===== config.mk =====
export PLATFORM = sky130hd
export DESIGN_NAME = bldc_driver
export DESIGN_NICKNAME = d
export VERILOG_FILES = /design/src/rtl/bldc_pkg.sv /design/src/rtl/hall_status_if.sv /design/src/rtl/bldc_driver.sv /design/src/rtl/commutation_pwm.sv /design/src/rtl/hall_monitor.sv /design/src/rtl/motor_control.sv
export SDC_FILE = /design/constraint.sdc
export NUM_CORES = 1
export LEC_CHECK = 0
export ABC_AREA = 1
export BUFFER_PORTS_ARGS = -buffer_cell sky130_fd_sc_hd__clkbuf_2
export CAP_MARGIN = 15
export CELL_PAD_IN_SITES_DETAIL_PLACEMENT = 0
export CELL_PAD_IN_SITES_GLOBAL_PLACEMENT = 1
export CORE_ASPECT_RATIO = 1.4
export CORE_MARGIN = 3
export CORE_UTILIZATION = 51
export CTS_CLUSTER_DIAMETER = 60
export DETAILED_ROUTE_END_ITERATION = 10
export HOLD_SLACK_MARGIN = 0.05
export PLACE_DENSITY_LB_ADDON = 0.1
export SYNTH_ARGS = -nofsm -noshare
export SYNTH_HDL_FRONTEND = slang
export SYNTH_SLANG_ARGS = --single-unit
export TNS_END_PERCENT = 10

===== constraint.sdc =====
create_clock -name clk -period 3.3 [get_ports clk]
set_input_delay 0.165 -clock clk [delete_from_list [all_inputs] [get_ports clk]]
set_output_delay 0.165 -clock clk [all_outputs]
set_load 0.01 [all_outputs]

===== src/rtl/bldc_pkg.sv =====
package bldc_pkg;

    // ==================================================
    // Vector types
    // ==================================================

    // One sampled hall code, bit 0 is the sensor for phase A
    typedef logic [2:0] hall_t;

    // One flag per motor phase, bit 0 is phase A
    typedef logic [2:0] phase_t;

    // Number of motor phases, fixed by the six-step scheme
    localparam int num_phases = 3;

    // ==================================================
    // Controller states
    // ==================================================

    // Stop holds the bridge off until a usable duty is requested
    // Startup ramps the duty from the minimum over a fixed number of ticks
    // Run passes the requested duty straight through
    // Poll waits for a disconnected sensor to deliver valid codes again
    // Err holds the bridge off after a stuck-low sensor
    typedef enum logic [2:0] {
        st_stop,
        st_startup,
        st_run,
        st_poll_hall,
        st_err
    } motor_state_t;

    // ==================================================
    // Hall codes that never occur on a healthy sensor
    // ==================================================

    // All lines low means a short or a dead sensor supply
    localparam hall_t hall_all_low = 3'b000;

    // The inputs have pull-ups, so all lines high means an open connector
    localparam hall_t hall_all_high = 3'b111;

endpackage


===== src/rtl/hall_status_if.sv =====
`timescale 1ns/1ps

// Sensor status shared by the monitor, the controller and the commutator
interface hall_status_if;
    import bldc_pkg::*;

    // Synchronized hall code, already two flops away from the pins
    hall_t hall;

    // Latched sensor faults, both set by the monitor
    logic  hardware_fault;
    logic  disconnected;

    // Controller is waiting for the sensor to come back
    logic  polling;

    // Single-cycle pulse that trades a hardware fault for a disconnect
    logic  fault_release;

    modport monitor (
        output hall, hardware_fault, disconnected,
        input  polling, fault_release
    );

    modport control (
        input  hall, hardware_fault, disconnected,
        output polling, fault_release
    );

    // The bridge logic only needs the code itself
    modport commutator (input hall);

endinterface


===== src/rtl/bldc_driver.sv =====
`timescale 1ns/1ps

module bldc_driver #(
    parameter int duty_width        = 10,
    parameter int dead_time         = 8,
    parameter int ramp_tick_width   = 12,
    parameter int ramp_step_width   = 7,
    parameter int hall_sample_width = 7,
    parameter int hall_steady_count = 120
) (
    input  logic                  clk,
    input  logic                  arst_n,
    input  logic                  en,
    input  logic                  direction,
    input  logic [2:0]            hall,
    input  logic [duty_width-1:0] duty_cycle,
    output logic [2:0]            phase_h,
    output logic [2:0]            phase_l,
    output logic                  connected,
    output logic                  fault
);

    // Controller to bridge, both registered in the controller
    logic                  drive_en;
    logic [duty_width-1:0] drive_duty;

    // Sensor status shared by all three blocks
    hall_status_if status_if ();

    // Synchronizer and sensor fault latches
    hall_monitor #(
        .hall_sample_width (hall_sample_width),
        .hall_steady_count (hall_steady_count)
    ) hall_monitor_i (
        .clk       (clk),
        .arst_n    (arst_n),
        .hall_in   (hall),
        .status    (status_if.monitor),
        .connected (connected)
    );

    // Stop, ramp, run and fault recovery
    motor_control #(
        .duty_width      (duty_width),
        .ramp_tick_width (ramp_tick_width),
        .ramp_step_width (ramp_step_width)
    ) motor_control_i (
        .clk        (clk),
        .arst_n     (arst_n),
        .en         (en),
        .duty_cycle (duty_cycle),
        .status     (status_if.control),
        .drive_en   (drive_en),
        .drive_duty (drive_duty),
        .fault      (fault)
    );

    // Six-step decode and dead-time PWM for the three half-bridges
    commutation_pwm #(
        .duty_width (duty_width),
        .dead_time  (dead_time)
    ) commutation_pwm_i (
        .clk        (clk),
        .arst_n     (arst_n),
        .status     (status_if.commutator),
        .direction  (direction),
        .drive_en   (drive_en),
        .drive_duty (drive_duty),
        .phase_h    (phase_h),
        .phase_l    (phase_l)
    );

endmodule


===== src/rtl/commutation_pwm.sv =====
`timescale 1ns/1ps

module commutation_pwm #(
    parameter int duty_width = 10,
    parameter int dead_time  = 8
) (
    input  logic                  clk,
    input  logic                  arst_n,
    hall_status_if.commutator     status,
    input  logic                  direction,
    input  logic                  drive_en,
    input  logic [duty_width-1:0] drive_duty,
    output bldc_pkg::phase_t      phase_h,
    output bldc_pkg::phase_t      phase_l
);
    import bldc_pkg::*;

    localparam int dt_w = $clog2(dead_time + 1);
    localparam logic [dt_w-1:0] dt_full = dt_w'(dead_time);

    phase_t                fwd_src;
    phase_t                fwd_snk;
    phase_t                src;
    phase_t                snk;
    phase_t                req_h;
    phase_t                req_l;
    logic [duty_width-1:0] carrier;
    logic                  pwm_on;
    logic [dt_w-1:0]       dt_cnt [num_phases];

    // ==================================================
    // Six-step commutation table
    // ==================================================

    // Forward table with one-hot source and sink and phase A in bit 0
    always_comb begin
        case (status.hall)
            3'b001:  {fwd_src, fwd_snk} = {3'b001, 3'b010};
            3'b011:  {fwd_src, fwd_snk} = {3'b001, 3'b100};
            3'b010:  {fwd_src, fwd_snk} = {3'b010, 3'b100};
            3'b110:  {fwd_src, fwd_snk} = {3'b010, 3'b001};
            3'b100:  {fwd_src, fwd_snk} = {3'b100, 3'b001};
            3'b101:  {fwd_src, fwd_snk} = {3'b100, 3'b010};
            // 000 and 111 leave every phase floating
            default: {fwd_src, fwd_snk} = '0;
        endcase
    end

    // Reverse rotation drives current the other way through the same pair
    assign src = direction ? fwd_src : fwd_snk;
    assign snk = direction ? fwd_snk : fwd_src;

    // ==================================================
    // Carrier and side requests
    // ==================================================

    always_ff @(posedge clk or negedge arst_n) begin
        if (!arst_n) begin
            carrier <= '0;
        end else begin
            carrier <= carrier + 1'b1;
        end
    end

    assign pwm_on = (carrier < drive_duty);

    // Source chops between high and low side, sink holds its low side on
    assign req_h = drive_en ? (src & {num_phases{pwm_on}}) : '0;
    assign req_l = drive_en ? (snk | (src & {num_phases{~pwm_on}})) : '0;

    // ==================================================
    // Dead time and output registers
    // ==================================================

    // dt_cnt counts clocks with both sides of a phase off and saturates at dead_time
    always_ff @(posedge clk or negedge arst_n) begin
        if (!arst_n) begin
            phase_h <= '0;
            phase_l <= '0;
            for (int i = 0; i < num_phases; i++) begin
                dt_cnt[i] <= '0;
            end
        end else begin
            for (int i = 0; i < num_phases; i++) begin
                // A side that is on stays on, a side that is off waits out the gap
                phase_h[i] <= req_h[i] && (phase_h[i] || (dt_cnt[i] == dt_full));
                phase_l[i] <= req_l[i] && (phase_l[i] || (dt_cnt[i] == dt_full));
                // The gap starts over on the clock a side comes on, not one later
                if (phase_h[i] || phase_l[i] ||
                    ((dt_cnt[i] == dt_full) && (req_h[i] || req_l[i]))) begin
                    dt_cnt[i] <= '0;
                end else if (dt_cnt[i] != dt_full) begin
                    dt_cnt[i] <= dt_cnt[i] + 1'b1;
                end
            end
        end
    end

    // Shoot-through on any half-bridge is never allowed
    a_no_shoot_through: assert property (@(posedge clk) disable iff (!arst_n)
        (phase_h & phase_l) == '0);

endmodule


===== src/rtl/hall_monitor.sv =====
`timescale 1ns/1ps

module hall_monitor #(
    parameter int hall_sample_width = 7,
    parameter int hall_steady_count = 120
) (
    input  logic            clk,
    input  logic            arst_n,
    input  bldc_pkg::hall_t hall_in,
    hall_status_if.monitor  status,
    output logic            connected
);
    import bldc_pkg::*;

    localparam int cnt_w = $clog2(hall_steady_count + 1);
    // Count value reached on the last sample before a latch fires
    localparam logic [cnt_w-1:0] steady_last = cnt_w'(hall_steady_count - 1);
    localparam logic [cnt_w-1:0] steady_full = cnt_w'(hall_steady_count);

    hall_t                        hall_meta;
    hall_t                        hall_sync;
    logic [hall_sample_width-1:0] sample_cnt;
    logic                         sample_tick;
    logic [cnt_w-1:0]             low_cnt;
    logic [cnt_w-1:0]             high_cnt;
    logic [cnt_w-1:0]             valid_cnt;
    logic                         is_low;
    logic                         is_high;
    logic                         low_hit;
    logic                         high_hit;
    logic                         valid_hit;
    logic                         hw_fault_q;
    logic                         disc_q;

    // ==================================================
    // Input synchronizer and sample timer
    // ==================================================

    always_ff @(posedge clk or negedge arst_n) begin
        if (!arst_n) begin
            hall_meta  <= '0;
            hall_sync  <= '0;
            sample_cnt <= '0;
        end else begin
            hall_meta  <= hall_in;
            hall_sync  <= hall_meta;
            // Free running, wraps every 2**hall_sample_width clocks
            sample_cnt <= sample_cnt + 1'b1;
        end
    end

    assign sample_tick = &sample_cnt;
    assign is_low      = (hall_sync == hall_all_low);
    assign is_high     = (hall_sync == hall_all_high);

    // A latch fires on the sample that completes the run of equal codes
    assign low_hit   = sample_tick && is_low && (low_cnt == steady_last);
    assign high_hit  = sample_tick && is_high && (high_cnt == steady_last);
    assign valid_hit = sample_tick && status.polling && !is_low && !is_high &&
                       (valid_cnt == steady_last);

    // ==================================================
    // Steady counters and fault latches
    // ==================================================

    always_ff @(posedge clk or negedge arst_n) begin
        if (!arst_n) begin
            low_cnt    <= '0;
            high_cnt   <= '0;
            valid_cnt  <= '0;
            hw_fault_q <= 1'b0;
            disc_q     <= 1'b0;
        end else begin
            if (sample_tick) begin
                // Counters saturate so that a held code fires its latch once
                low_cnt  <= !is_low ? '0 : (low_cnt == steady_full) ? low_cnt : low_cnt + 1'b1;
                high_cnt <= !is_high ? '0 :
                            (high_cnt == steady_full) ? high_cnt : high_cnt + 1'b1;
                // Valid codes only count while the controller polls
                if (!status.polling || is_low || is_high) begin
                    valid_cnt <= '0;
                end else if (valid_cnt != steady_full) begin
                    valid_cnt <= valid_cnt + 1'b1;
                end
            end
            if (low_hit) begin
                hw_fault_q <= 1'b1;
            end else if (status.fault_release) begin
                hw_fault_q <= 1'b0;
            end
            // Releasing a hardware fault leaves the sensor treated as unplugged
            if (high_hit || status.fault_release) begin
                disc_q <= 1'b1;
            end else if (valid_hit) begin
                disc_q <= 1'b0;
            end
        end
    end

    assign status.hall           = hall_sync;
    assign status.hardware_fault = hw_fault_q;
    assign status.disconnected   = disc_q;
    assign connected             = ~disc_q;

    // Both faults come from different codes, so they never start together
    a_fault_exclusive: assert property (@(posedge clk) disable iff (!arst_n)
        !($rose(status.hardware_fault) && $rose(status.disconnected)));

endmodule


===== src/rtl/motor_control.sv =====
`timescale 1ns/1ps

module motor_control #(
    parameter int duty_width      = 10,
    parameter int ramp_tick_width = 12,
    parameter int ramp_step_width = 7
) (
    input  logic                  clk,
    input  logic                  arst_n,
    input  logic                  en,
    input  logic [duty_width-1:0] duty_cycle,
    hall_status_if.control        status,
    output logic                  drive_en,
    output logic [duty_width-1:0] drive_duty,
    output logic                  fault
);
    import bldc_pkg::*;

    // Minimum usable duty is 5 % of full scale rounded down
    localparam int unsigned full_scale = (1 << duty_width) - 1;
    localparam logic [duty_width-1:0] min_duty = duty_width'(full_scale * 5 / 100);
    // Step count at the start of the last ramp tick
    localparam logic [ramp_step_width-1:0] ramp_last =
        ramp_step_width'((1 << ramp_step_width) - 2);

    motor_state_t               state;
    motor_state_t               state_next;
    logic [ramp_tick_width-1:0] tick_cnt;
    logic [ramp_step_width-1:0] step_cnt;
    logic                       tick_done;
    logic                       err_exit;

    assign tick_done = &tick_cnt;

    // Pulling the sensor out while in error is the way to clear a hardware fault
    assign err_exit = en && (state == st_err) && (status.hall == hall_all_high);

    // ==================================================
    // Next state
    // ==================================================

    always_comb begin
        state_next = state;
        if (!en) begin
            state_next = st_stop;
        end else if (state == st_err) begin
            if (err_exit) begin
                state_next = st_poll_hall;
            end
        end else if (status.hardware_fault) begin
            state_next = st_err;
        end else if (status.disconnected) begin
            state_next = st_poll_hall;
        end else begin
            case (state)
                st_stop: begin
                    if (duty_cycle > min_duty) begin
                        state_next = st_startup;
                    end
                end
                st_startup: begin
                    if (duty_cycle <= min_duty) begin
                        state_next = st_stop;
                    end else if (tick_done && (step_cnt == ramp_last)) begin
                        state_next = st_run;
                    end
                end
                st_run: begin
                    if (duty_cycle <= min_duty) begin
                        state_next = st_stop;
                    end
                end
                // Disconnect has cleared when we get here, so restart from stop
                default: state_next = st_stop;
            endcase
        end
    end

    // ==================================================
    // State register, ramp counters and outputs
    // ==================================================

    always_ff @(posedge clk or negedge arst_n) begin
        if (!arst_n) begin
            state      <= st_stop;
            tick_cnt   <= '0;
            step_cnt   <= '0;
            drive_duty <= '0;
            drive_en   <= 1'b0;
            fault      <= 1'b0;
        end else begin
            state    <= state_next;
            drive_en <= (state_next == st_startup) || (state_next == st_run);
            // Raised one clock after entering error, dropped on the way out
            fault    <= (state == st_err) && (state_next == st_err);
            case (state_next)
                st_startup: begin
                    if (state != st_startup) begin
                        // Fresh ramp from the minimum duty
                        tick_cnt   <= '0;
                        step_cnt   <= '0;
                        drive_duty <= min_duty;
                    end else begin
                        tick_cnt <= tick_cnt + 1'b1;
                        if (tick_done) begin
                            step_cnt <= step_cnt + 1'b1;
                            // The ramp never overshoots a small request
                            if (drive_duty < duty_cycle) begin
                                drive_duty <= drive_duty + 1'b1;
                            end
                        end
                    end
                end
                st_run:  drive_duty <= duty_cycle;
                default: drive_duty <= '0;
            endcase
        end
    end

    assign status.polling       = (state == st_poll_hall);
    assign status.fault_release = err_exit;

    // A sensor fault turns the bridge off on the next clock, and neither error
    // nor polling hands over to a driving state without passing through stop
    a_no_drive_on_fault: assert property (@(posedge clk) disable iff (!arst_n)
        ((state == st_err) || (state == st_poll_hall) ||
         status.hardware_fault || status.disconnected) |=> !drive_en);

endmodule


## Word-level counts from Yosys, hierarchy flattened

Cells that the tools add are included.

| storage, ports and cells | value |
|---|---|
| logic and storage cells | 176 |
| flip-flop bits (word level) | 98 |
| bits of input ports | 17 |
| output and inout bits | 8 |

| cells by class | value |
|---|---|
| multiplexer cells | 39 |
| magnitude comparators | 4 |
| equality and inequality tests | 32 |
| add/sub/neg operators | 11 |
| reductions and logical operators | 65 |
| bitwise operators | 5 |

Operator list:

| kind | number |
|---|---|
| two-way mux 7 bit | 8 |
| equality test 7 bit, second input constant | 6 |
| two-way mux 3 bit | 13 |
| adder 7 x 1 -> 7 bit, second input constant | 5 |
| two-way mux 10 bit | 3 |
| case mux 3 bit (3 select lines) | 3 |
| two-way mux 4 bit | 6 |
| AND reduction 8 bit | 3 |
| logical AND 1 bit | 21 |
| adder 10 x 1 -> 10 bit, second input constant | 2 |
| less-than comparator 10 bit | 2 |
| case mux 10 bit (2 select lines) | 1 |
| logical OR 1 bit | 19 |
| equality test 3 bit, second input constant | 6 |
| equality test 3 x 2 -> 1 bit, second input constant | 5 |
| nonzero test 2 bit | 7 |
| adder 12 x 1 -> 12 bit, second input constant | 1 |
| adder 4 x 1 -> 4 bit, second input constant | 3 |
| equality test 4 bit, second input constant | 3 |
| two-way mux 12 bit | 1 |
| inequality test 4 bit, second input constant | 3 |
| AND reduction 12 bit | 1 |
| OR reduction 2 bit | 6 |
| > comparator 10 x 6 -> 1 bit, second input constant | 1 |
| other kinds (15) | 27 |

## Longest topological paths before layout

| logic depth | value |
|---|---|
| word-level depth | 12 |
| mapped depth | 19 |
| gate-level depth less buffers | 19 |

## Modules after synthesis

A second synthesis with hierarchy kept.

| unflattened totals | value |
|---|---|
| cells, all modules | 812 |
| area, all modules | 6237.2 sq um |

By module, submodules not included:

| module | cells each | instances | area each (sq um) |
|---|---|---|---|
| motor_control | 356 | 1 | 2543.7 |
| hall_monitor | 250 | 1 | 2010.7 |
| commutation_pwm | 206 | 1 | 1682.9 |

## Least setup slack after synthesis

OpenSTA, ideal clock, no wires.

| timing path | value |
|---|---|
| path kind | register to register |
| from | register motor_control_i.tick_cnt[0] |
| to | register motor_control_i.step_cnt[3] |
| period minus slack after synthesis | 1800 ps |
| cell stages (with the launch flop) | 13 |
| setup slack | 1500 ps |
| arrival | 1667 ps |
| setup time | 133 ps |
| buffers on the path | 1 |
| cell sequence | dfrtp_1 -> ha_1 -> nand3_2 -> nor3_4 -> nand4_1 -> nand2_1 -> a21oi_4 -> nand3_4 -> inv_4 -> nand2_2 -> buf_6 -> nand2_1 -> o31ai_2 |

| between the ends | value |
|---|---|
| word-level cells in the longest chain between the ends | 11 |
| elaborated cells between the ends (all ways) | 12 |

RTL lines:

| what | line | RTL |
|---|---|---|
| start, declared | motor_control.sv:28 | `logic [ramp_tick_width-1:0] tick_cnt;` |
| start signal, assigned | motor_control.sv:104 | `tick_cnt <= tick_cnt + 1'b1;` |
| AND reduction 12 bit * | motor_control.sv:33 | `assign tick_done = &tick_cnt;` |
| logical AND 1 bit | motor_control.sv:64 | `end else if (tick_done && (step_cnt == ramp_last)) begin` |
| two-way mux 3 bit | motor_control.sv:64 |  |
| two-way mux 3 bit | motor_control.sv:62 | `if (duty_cycle <= min_duty) begin` |
| case mux 3 bit (3 select lines) | motor_control.sv:55 | `case (state)` |
| two-way mux 3 bit | motor_control.sv:52 | `end else if (status.disconnected) begin` |
| two-way mux 3 bit | motor_control.sv:50 | `end else if (status.hardware_fault) begin` |
| two-way mux 3 bit | motor_control.sv:46 | `end else if (state == st_err) begin` |
| two-way mux 3 bit | motor_control.sv:44 | `if (!en) begin` |
| equality test 3 x 1 -> 1 bit | motor_control.sv:96 | `case (state_next)` |
| AND reduction 2 bit (no line) * | n/a |  |
| end signal, assigned | motor_control.sv:106 | `step_cnt <= step_cnt + 1'b1;` |
| end, declared | motor_control.sv:29 | `logic [ramp_step_width-1:0] step_cnt;` |

Mark *: on every way between the ends. The rest lies on a longest branch, timed or not.
A chain may end at the register's enable or synchronous reset.

## Worst setup path after layout

| timing path | value |
|---|---|
| from | register motor_control_i.tick_cnt[0] |
| to | register motor_control_i.drive_duty[7] |

| between the ends | value |
|---|---|
| word-level cells in the longest chain between the ends | 12 |
| elaborated cells between the ends (all ways) | 15 |

RTL lines:

| what | line | RTL |
|---|---|---|
| AND reduction 12 bit * | motor_control.sv:33 |  |
| logical AND 1 bit * | motor_control.sv:64 |  |
| two-way mux 3 bit * | motor_control.sv:64 |  |
| two-way mux 3 bit * | motor_control.sv:62 |  |
| case mux 3 bit (3 select lines) * | motor_control.sv:55 |  |
| two-way mux 3 bit * | motor_control.sv:52 |  |
| two-way mux 3 bit * | motor_control.sv:50 |  |
| two-way mux 3 bit * | motor_control.sv:46 |  |
| two-way mux 3 bit * | motor_control.sv:44 |  |
| via motor_control_i.state_next[0] | motor_control.sv:27 | `motor_state_t state_next;` |
| equality test 3 x 1 -> 1 bit | motor_control.sv:96 |  |
| inequality test 3 x 2 -> 1 bit (no line) / inequality test 3 bit (equally long branches) | n/a |  |
| AND reduction 2 bit (no line) | n/a |  |
| end signal, assigned | motor_control.sv:102 | `drive_duty <= min_duty;` |
| end signal, assigned | motor_control.sv:109 | `drive_duty <= drive_duty + 1'b1;` |
| end signal, assigned | motor_control.sv:114 | `st_run: drive_duty <= duty_cycle;` |
| end, declared | motor_control.sv:14 | `output logic [duty_width-1:0] drive_duty,` |

Mark *: on every way through the listed nets, which the timed path passes. The rest lies on a longest branch.

==> qor.yml <==
status: "finished, final reports clean"
tightest_slew_ns: 0.504
power_frac_clock: 0.360
dieArea_um2: 12500
skew_ns: 0.00996
dp_cells: 853
clk_pin_slew_ns: 0.06
wl_mm: 11.4
synth.most_common_cell: "nand2_1"
drc: 0
end_kind: "flip-flop"
worst_slack_ns: 0.961
holdCritPathClass: "input port to flip-flop"
route.vias.total: 4515
grt_pass1_wl_mm: 19.8
synth.largest_area_cell: "dfrtp_1"
clk_path_buf_depth: 2
slew_viol_final: 0
die_h_um: 131
crit_arrival_ns: 2.61
wl_per_cell_um: 13.1
ctsResizeCount: 0
critPathSlowestCell: "dfrtp_1"
fin_crit_sh: 0.709
viasPerCell: 5.18
hold_ws_ns: 0.0917
ys_warn_count: 0
cap_viol_max_count: 0
cp.required_ns: 3.57
hold_viol: 0
track_usage: 0.200
drt_iter0_drc: 116
crit_chain: "ha_1 > nand3_2 > nor3_4 > nand4_1 > nand2_1 > a21oi_4 > nor2_2 > inv_1 > o21ai_2 > nand3_1 > nand2_1"
timing.fmax_ghz: 0.428
pwr-share-seq: 0.476
ys_top_cells_by_count: "136 x nand2_1, 98 x dfrtp_1, 95 x inv_1, 68 x nor2_1, 62 x nand3_1"
cts_root_buf: "clkbuf_16"
p_leak_nw: 3.08
synth_cell_types: 46
final_layout_size_suffix_gt1_frac: 0.108
antenna_found_initial: 0
overflow: 0
cts_inserted_buffers: 9
io_pins: 25
peakVddDrop_uv: 261
core.rowCount: 45
crit_path_frequent_cell: "nand2_1"
post-place-ws_ns: 1.00
syn-num-nets: 745
drt_pass1_iterations: 5
grt_max_degree: 39
syn_inst: 692
syn-cell-area_um2: 5690
ant_nets: 0
synth-seq-area-share: 0.431
setup_viol: 0
nets: 780
crit_type: "flip-flop to flip-flop"
first_global_vias: 4472
synth_edf_count: 0
start_util: 0.524
coreArea_um2: 10900
fin_setup_tns_ns: 0
async_flop_share: 1.00
critPathLaunchType: "flip-flop"
ys_top_cells_by_area: "dfrtp_1 43%, nand2_1 9.0%, ha_1 7.9%"
netSwitchingFraction: 0.278
die_w_um: 95.3
switchingPower_uw: 811
path_max_fanout: 11
period_minus_slack_ns: 2.34
dp_hpwl_mm: 8.86
clock_sinks: 98
synth-main-ff-cell: "dfrtp_1"
grt_setup_unrepaired: "false"
place.gp.congestion: 0.857
slew-limit-headroom: 0.662
syn_to_final_growth_pct: 10.7
yosysTopAreaCellShare: 0.431
powerDensity_nw_per_um2: 463
p_comb_frac: 0.164
cts_tree: "built"
ys_ff_latch: 98
intPower_mw: 2.11
slowest_delay_ns: 0.39
clock_latency_ns: 0.34
htree_levels: 3
fill_cells: 967
portBuffers: 24
finalNonFillerCells: 872
avgSynthCellArea_um2: 8.23
antenna_cells: 0
## cell type report
cell class	instances	area, um2	area share
sequential	98	2450	0.389
clock buffer	10	239	0.0379
timing repair buffer	30	178	0.0282
tap	141	176	0.0280
clock inverter	5	62.6	0.00992
multi-input combinational	486	2810	0.446
inverter	102	385	0.0611
## through the flow
step	util	cell area, um2	total power, mW
2_1_floorplan	-	5690	1.76
3_3_place_gp	0.549	5960	1.87
3_5_place_dp	0.549	5960	1.89
4_1_cts	0.580	6300	2.96
5_1_grt	0.580	6300	3.10
6_report	0.580	6300	2.92
## what timing repair did
action,CTS,global route
endpoints found under the hold margin,32,0
buffers inserted,0,0
hold buffers,4,0
setup endpoints to repair,0,0
## routing by layer
| layer | share of wire | global-route usage | vias to the layer above | wire (um) |
|---|---|---|---|---|
| li1 | - | - | 2324 | - |
| met1 | 0.44 | 0.240 | 2136 | 5020 |
| met2 | 0.52 | 0.362 | 44 | 5950 |
| met3 | 0.028 | 0.0332 | 11 | 321 |
| met4 | 0.011 | 0.0629 | 0 | 127 |
| met5 | 0 | 0 | - | 0 |
## cells in the final DEF, fill, tap and decap left out, types with 3 or more instances in the layout
| cell | instances |
|---|---|
| nor3_1 | 25 |
| clkbuf_16 | 9 |
| o21ai_0 | 25 |
| nand4_1 | 11 |
| nor3b_1 | 3 |
| ha_1 | 36 |
| clkbuf_2 | 23 |
| inv_1 | 95 |
| xor2_1 | 21 |
| o22ai_1 | 5 |
| buf_4 | 3 |
| nand3_1 | 62 |
| nor3_2 | 3 |
| a21oi_1 | 24 |
| o21ai_1 | 13 |
| inv_2 | 6 |
| dfrtp_1 | 98 |
| nand2_1 | 136 |
| nor2_1 | 68 |
| nand2_2 | 6 |
| nand3_2 | 4 |
| o31ai_2 | 4 |
| xnor2_1 | 14 |
| dlygate4sd3_1 | 4 |
## power by group through the flow
stage / sequential [mW] / clock, mW / combinational (mW)
3_3_place_gp: 1.41 / 0 / 0.464
4_1_cts: 1.39 / 1.08 / 0.488
2_1_floorplan: 1.39 / 0 / 0.367
6_report: 1.39 / 1.05 / 0.479
3_5_place_dp: 1.41 / 0 / 0.480
5_1_grt: 1.41 / 1.14 / 0.560
## flip-flops by register name, summed over array words and instances (netlist names), 7 cells and up
register                    cells
motor_control_i.drive_duty     10
commutation_pwm_i.dt_cnt       12
motor_control_i.step_cnt        7
hall_monitor_i.high_cnt         7
hall_monitor_i.sample_cnt       7
hall_monitor_i.valid_cnt        7
hall_monitor_i.low_cnt          7
commutation_pwm_i.carrier      10
motor_control_i.tick_cnt       12
## critical path, delay by kind of cell (launching register included)
| family | cells | cell delay [ns] |
|---|---|---|
| AND/OR/NAND/NOR | 7 | 1.18 |
| flip-flops | 1 | 0.39 |
| AO/OA/AOI/OAI | 2 | 0.31 |
| adder cells (fa/ha/maj) | 1 | 0.24 |
| buffers and inverters | 1 | 0.16 |
## final timing paths
kind	from	endpoint	cells after the start	slack, ns
min in group asynchronous	arst_n	commutation_pwm_i.dt_cnt[3]$_DFFE_PN0P_	2	0.30
hold / removal	en	motor_control_i.state[2]$_DFF_PN0_	3	0.09
max in group asynchronous	arst_n	commutation_pwm_i.phase_l[1]$_DFF_PN0_	3	2.17
setup / recovery	motor_control_i.tick_cnt[0]$_DFFE_PN0P_	motor_control_i.drive_duty[7]$_DFFE_PN0P_	11	0.96
setup reg to reg	motor_control_i.tick_cnt[0]$_DFFE_PN0P_	motor_control_i.drive_duty[7]$_DFFE_PN0P_	11	0.96
hold reg to reg	hall_monitor_i.hall_meta[0]$_DFF_PN0_	hall_monitor_i.status.hall[0]$_DFF_PN0_	0	0.36
## cells by family after synthesis
| kind of cell | synth area share |
|---|---|
| adder cells (fa/ha/maj) | 0.0791 |
| AO/OA/AOI/OAI | 0.0905 |
| buffers and inverters | 0.0758 |
| flip-flops | 0.431 |
| XOR/XNOR | 0.0538 |
| AND/OR/NAND/NOR | 0.270 |
(Power assumes the default switching activity.)
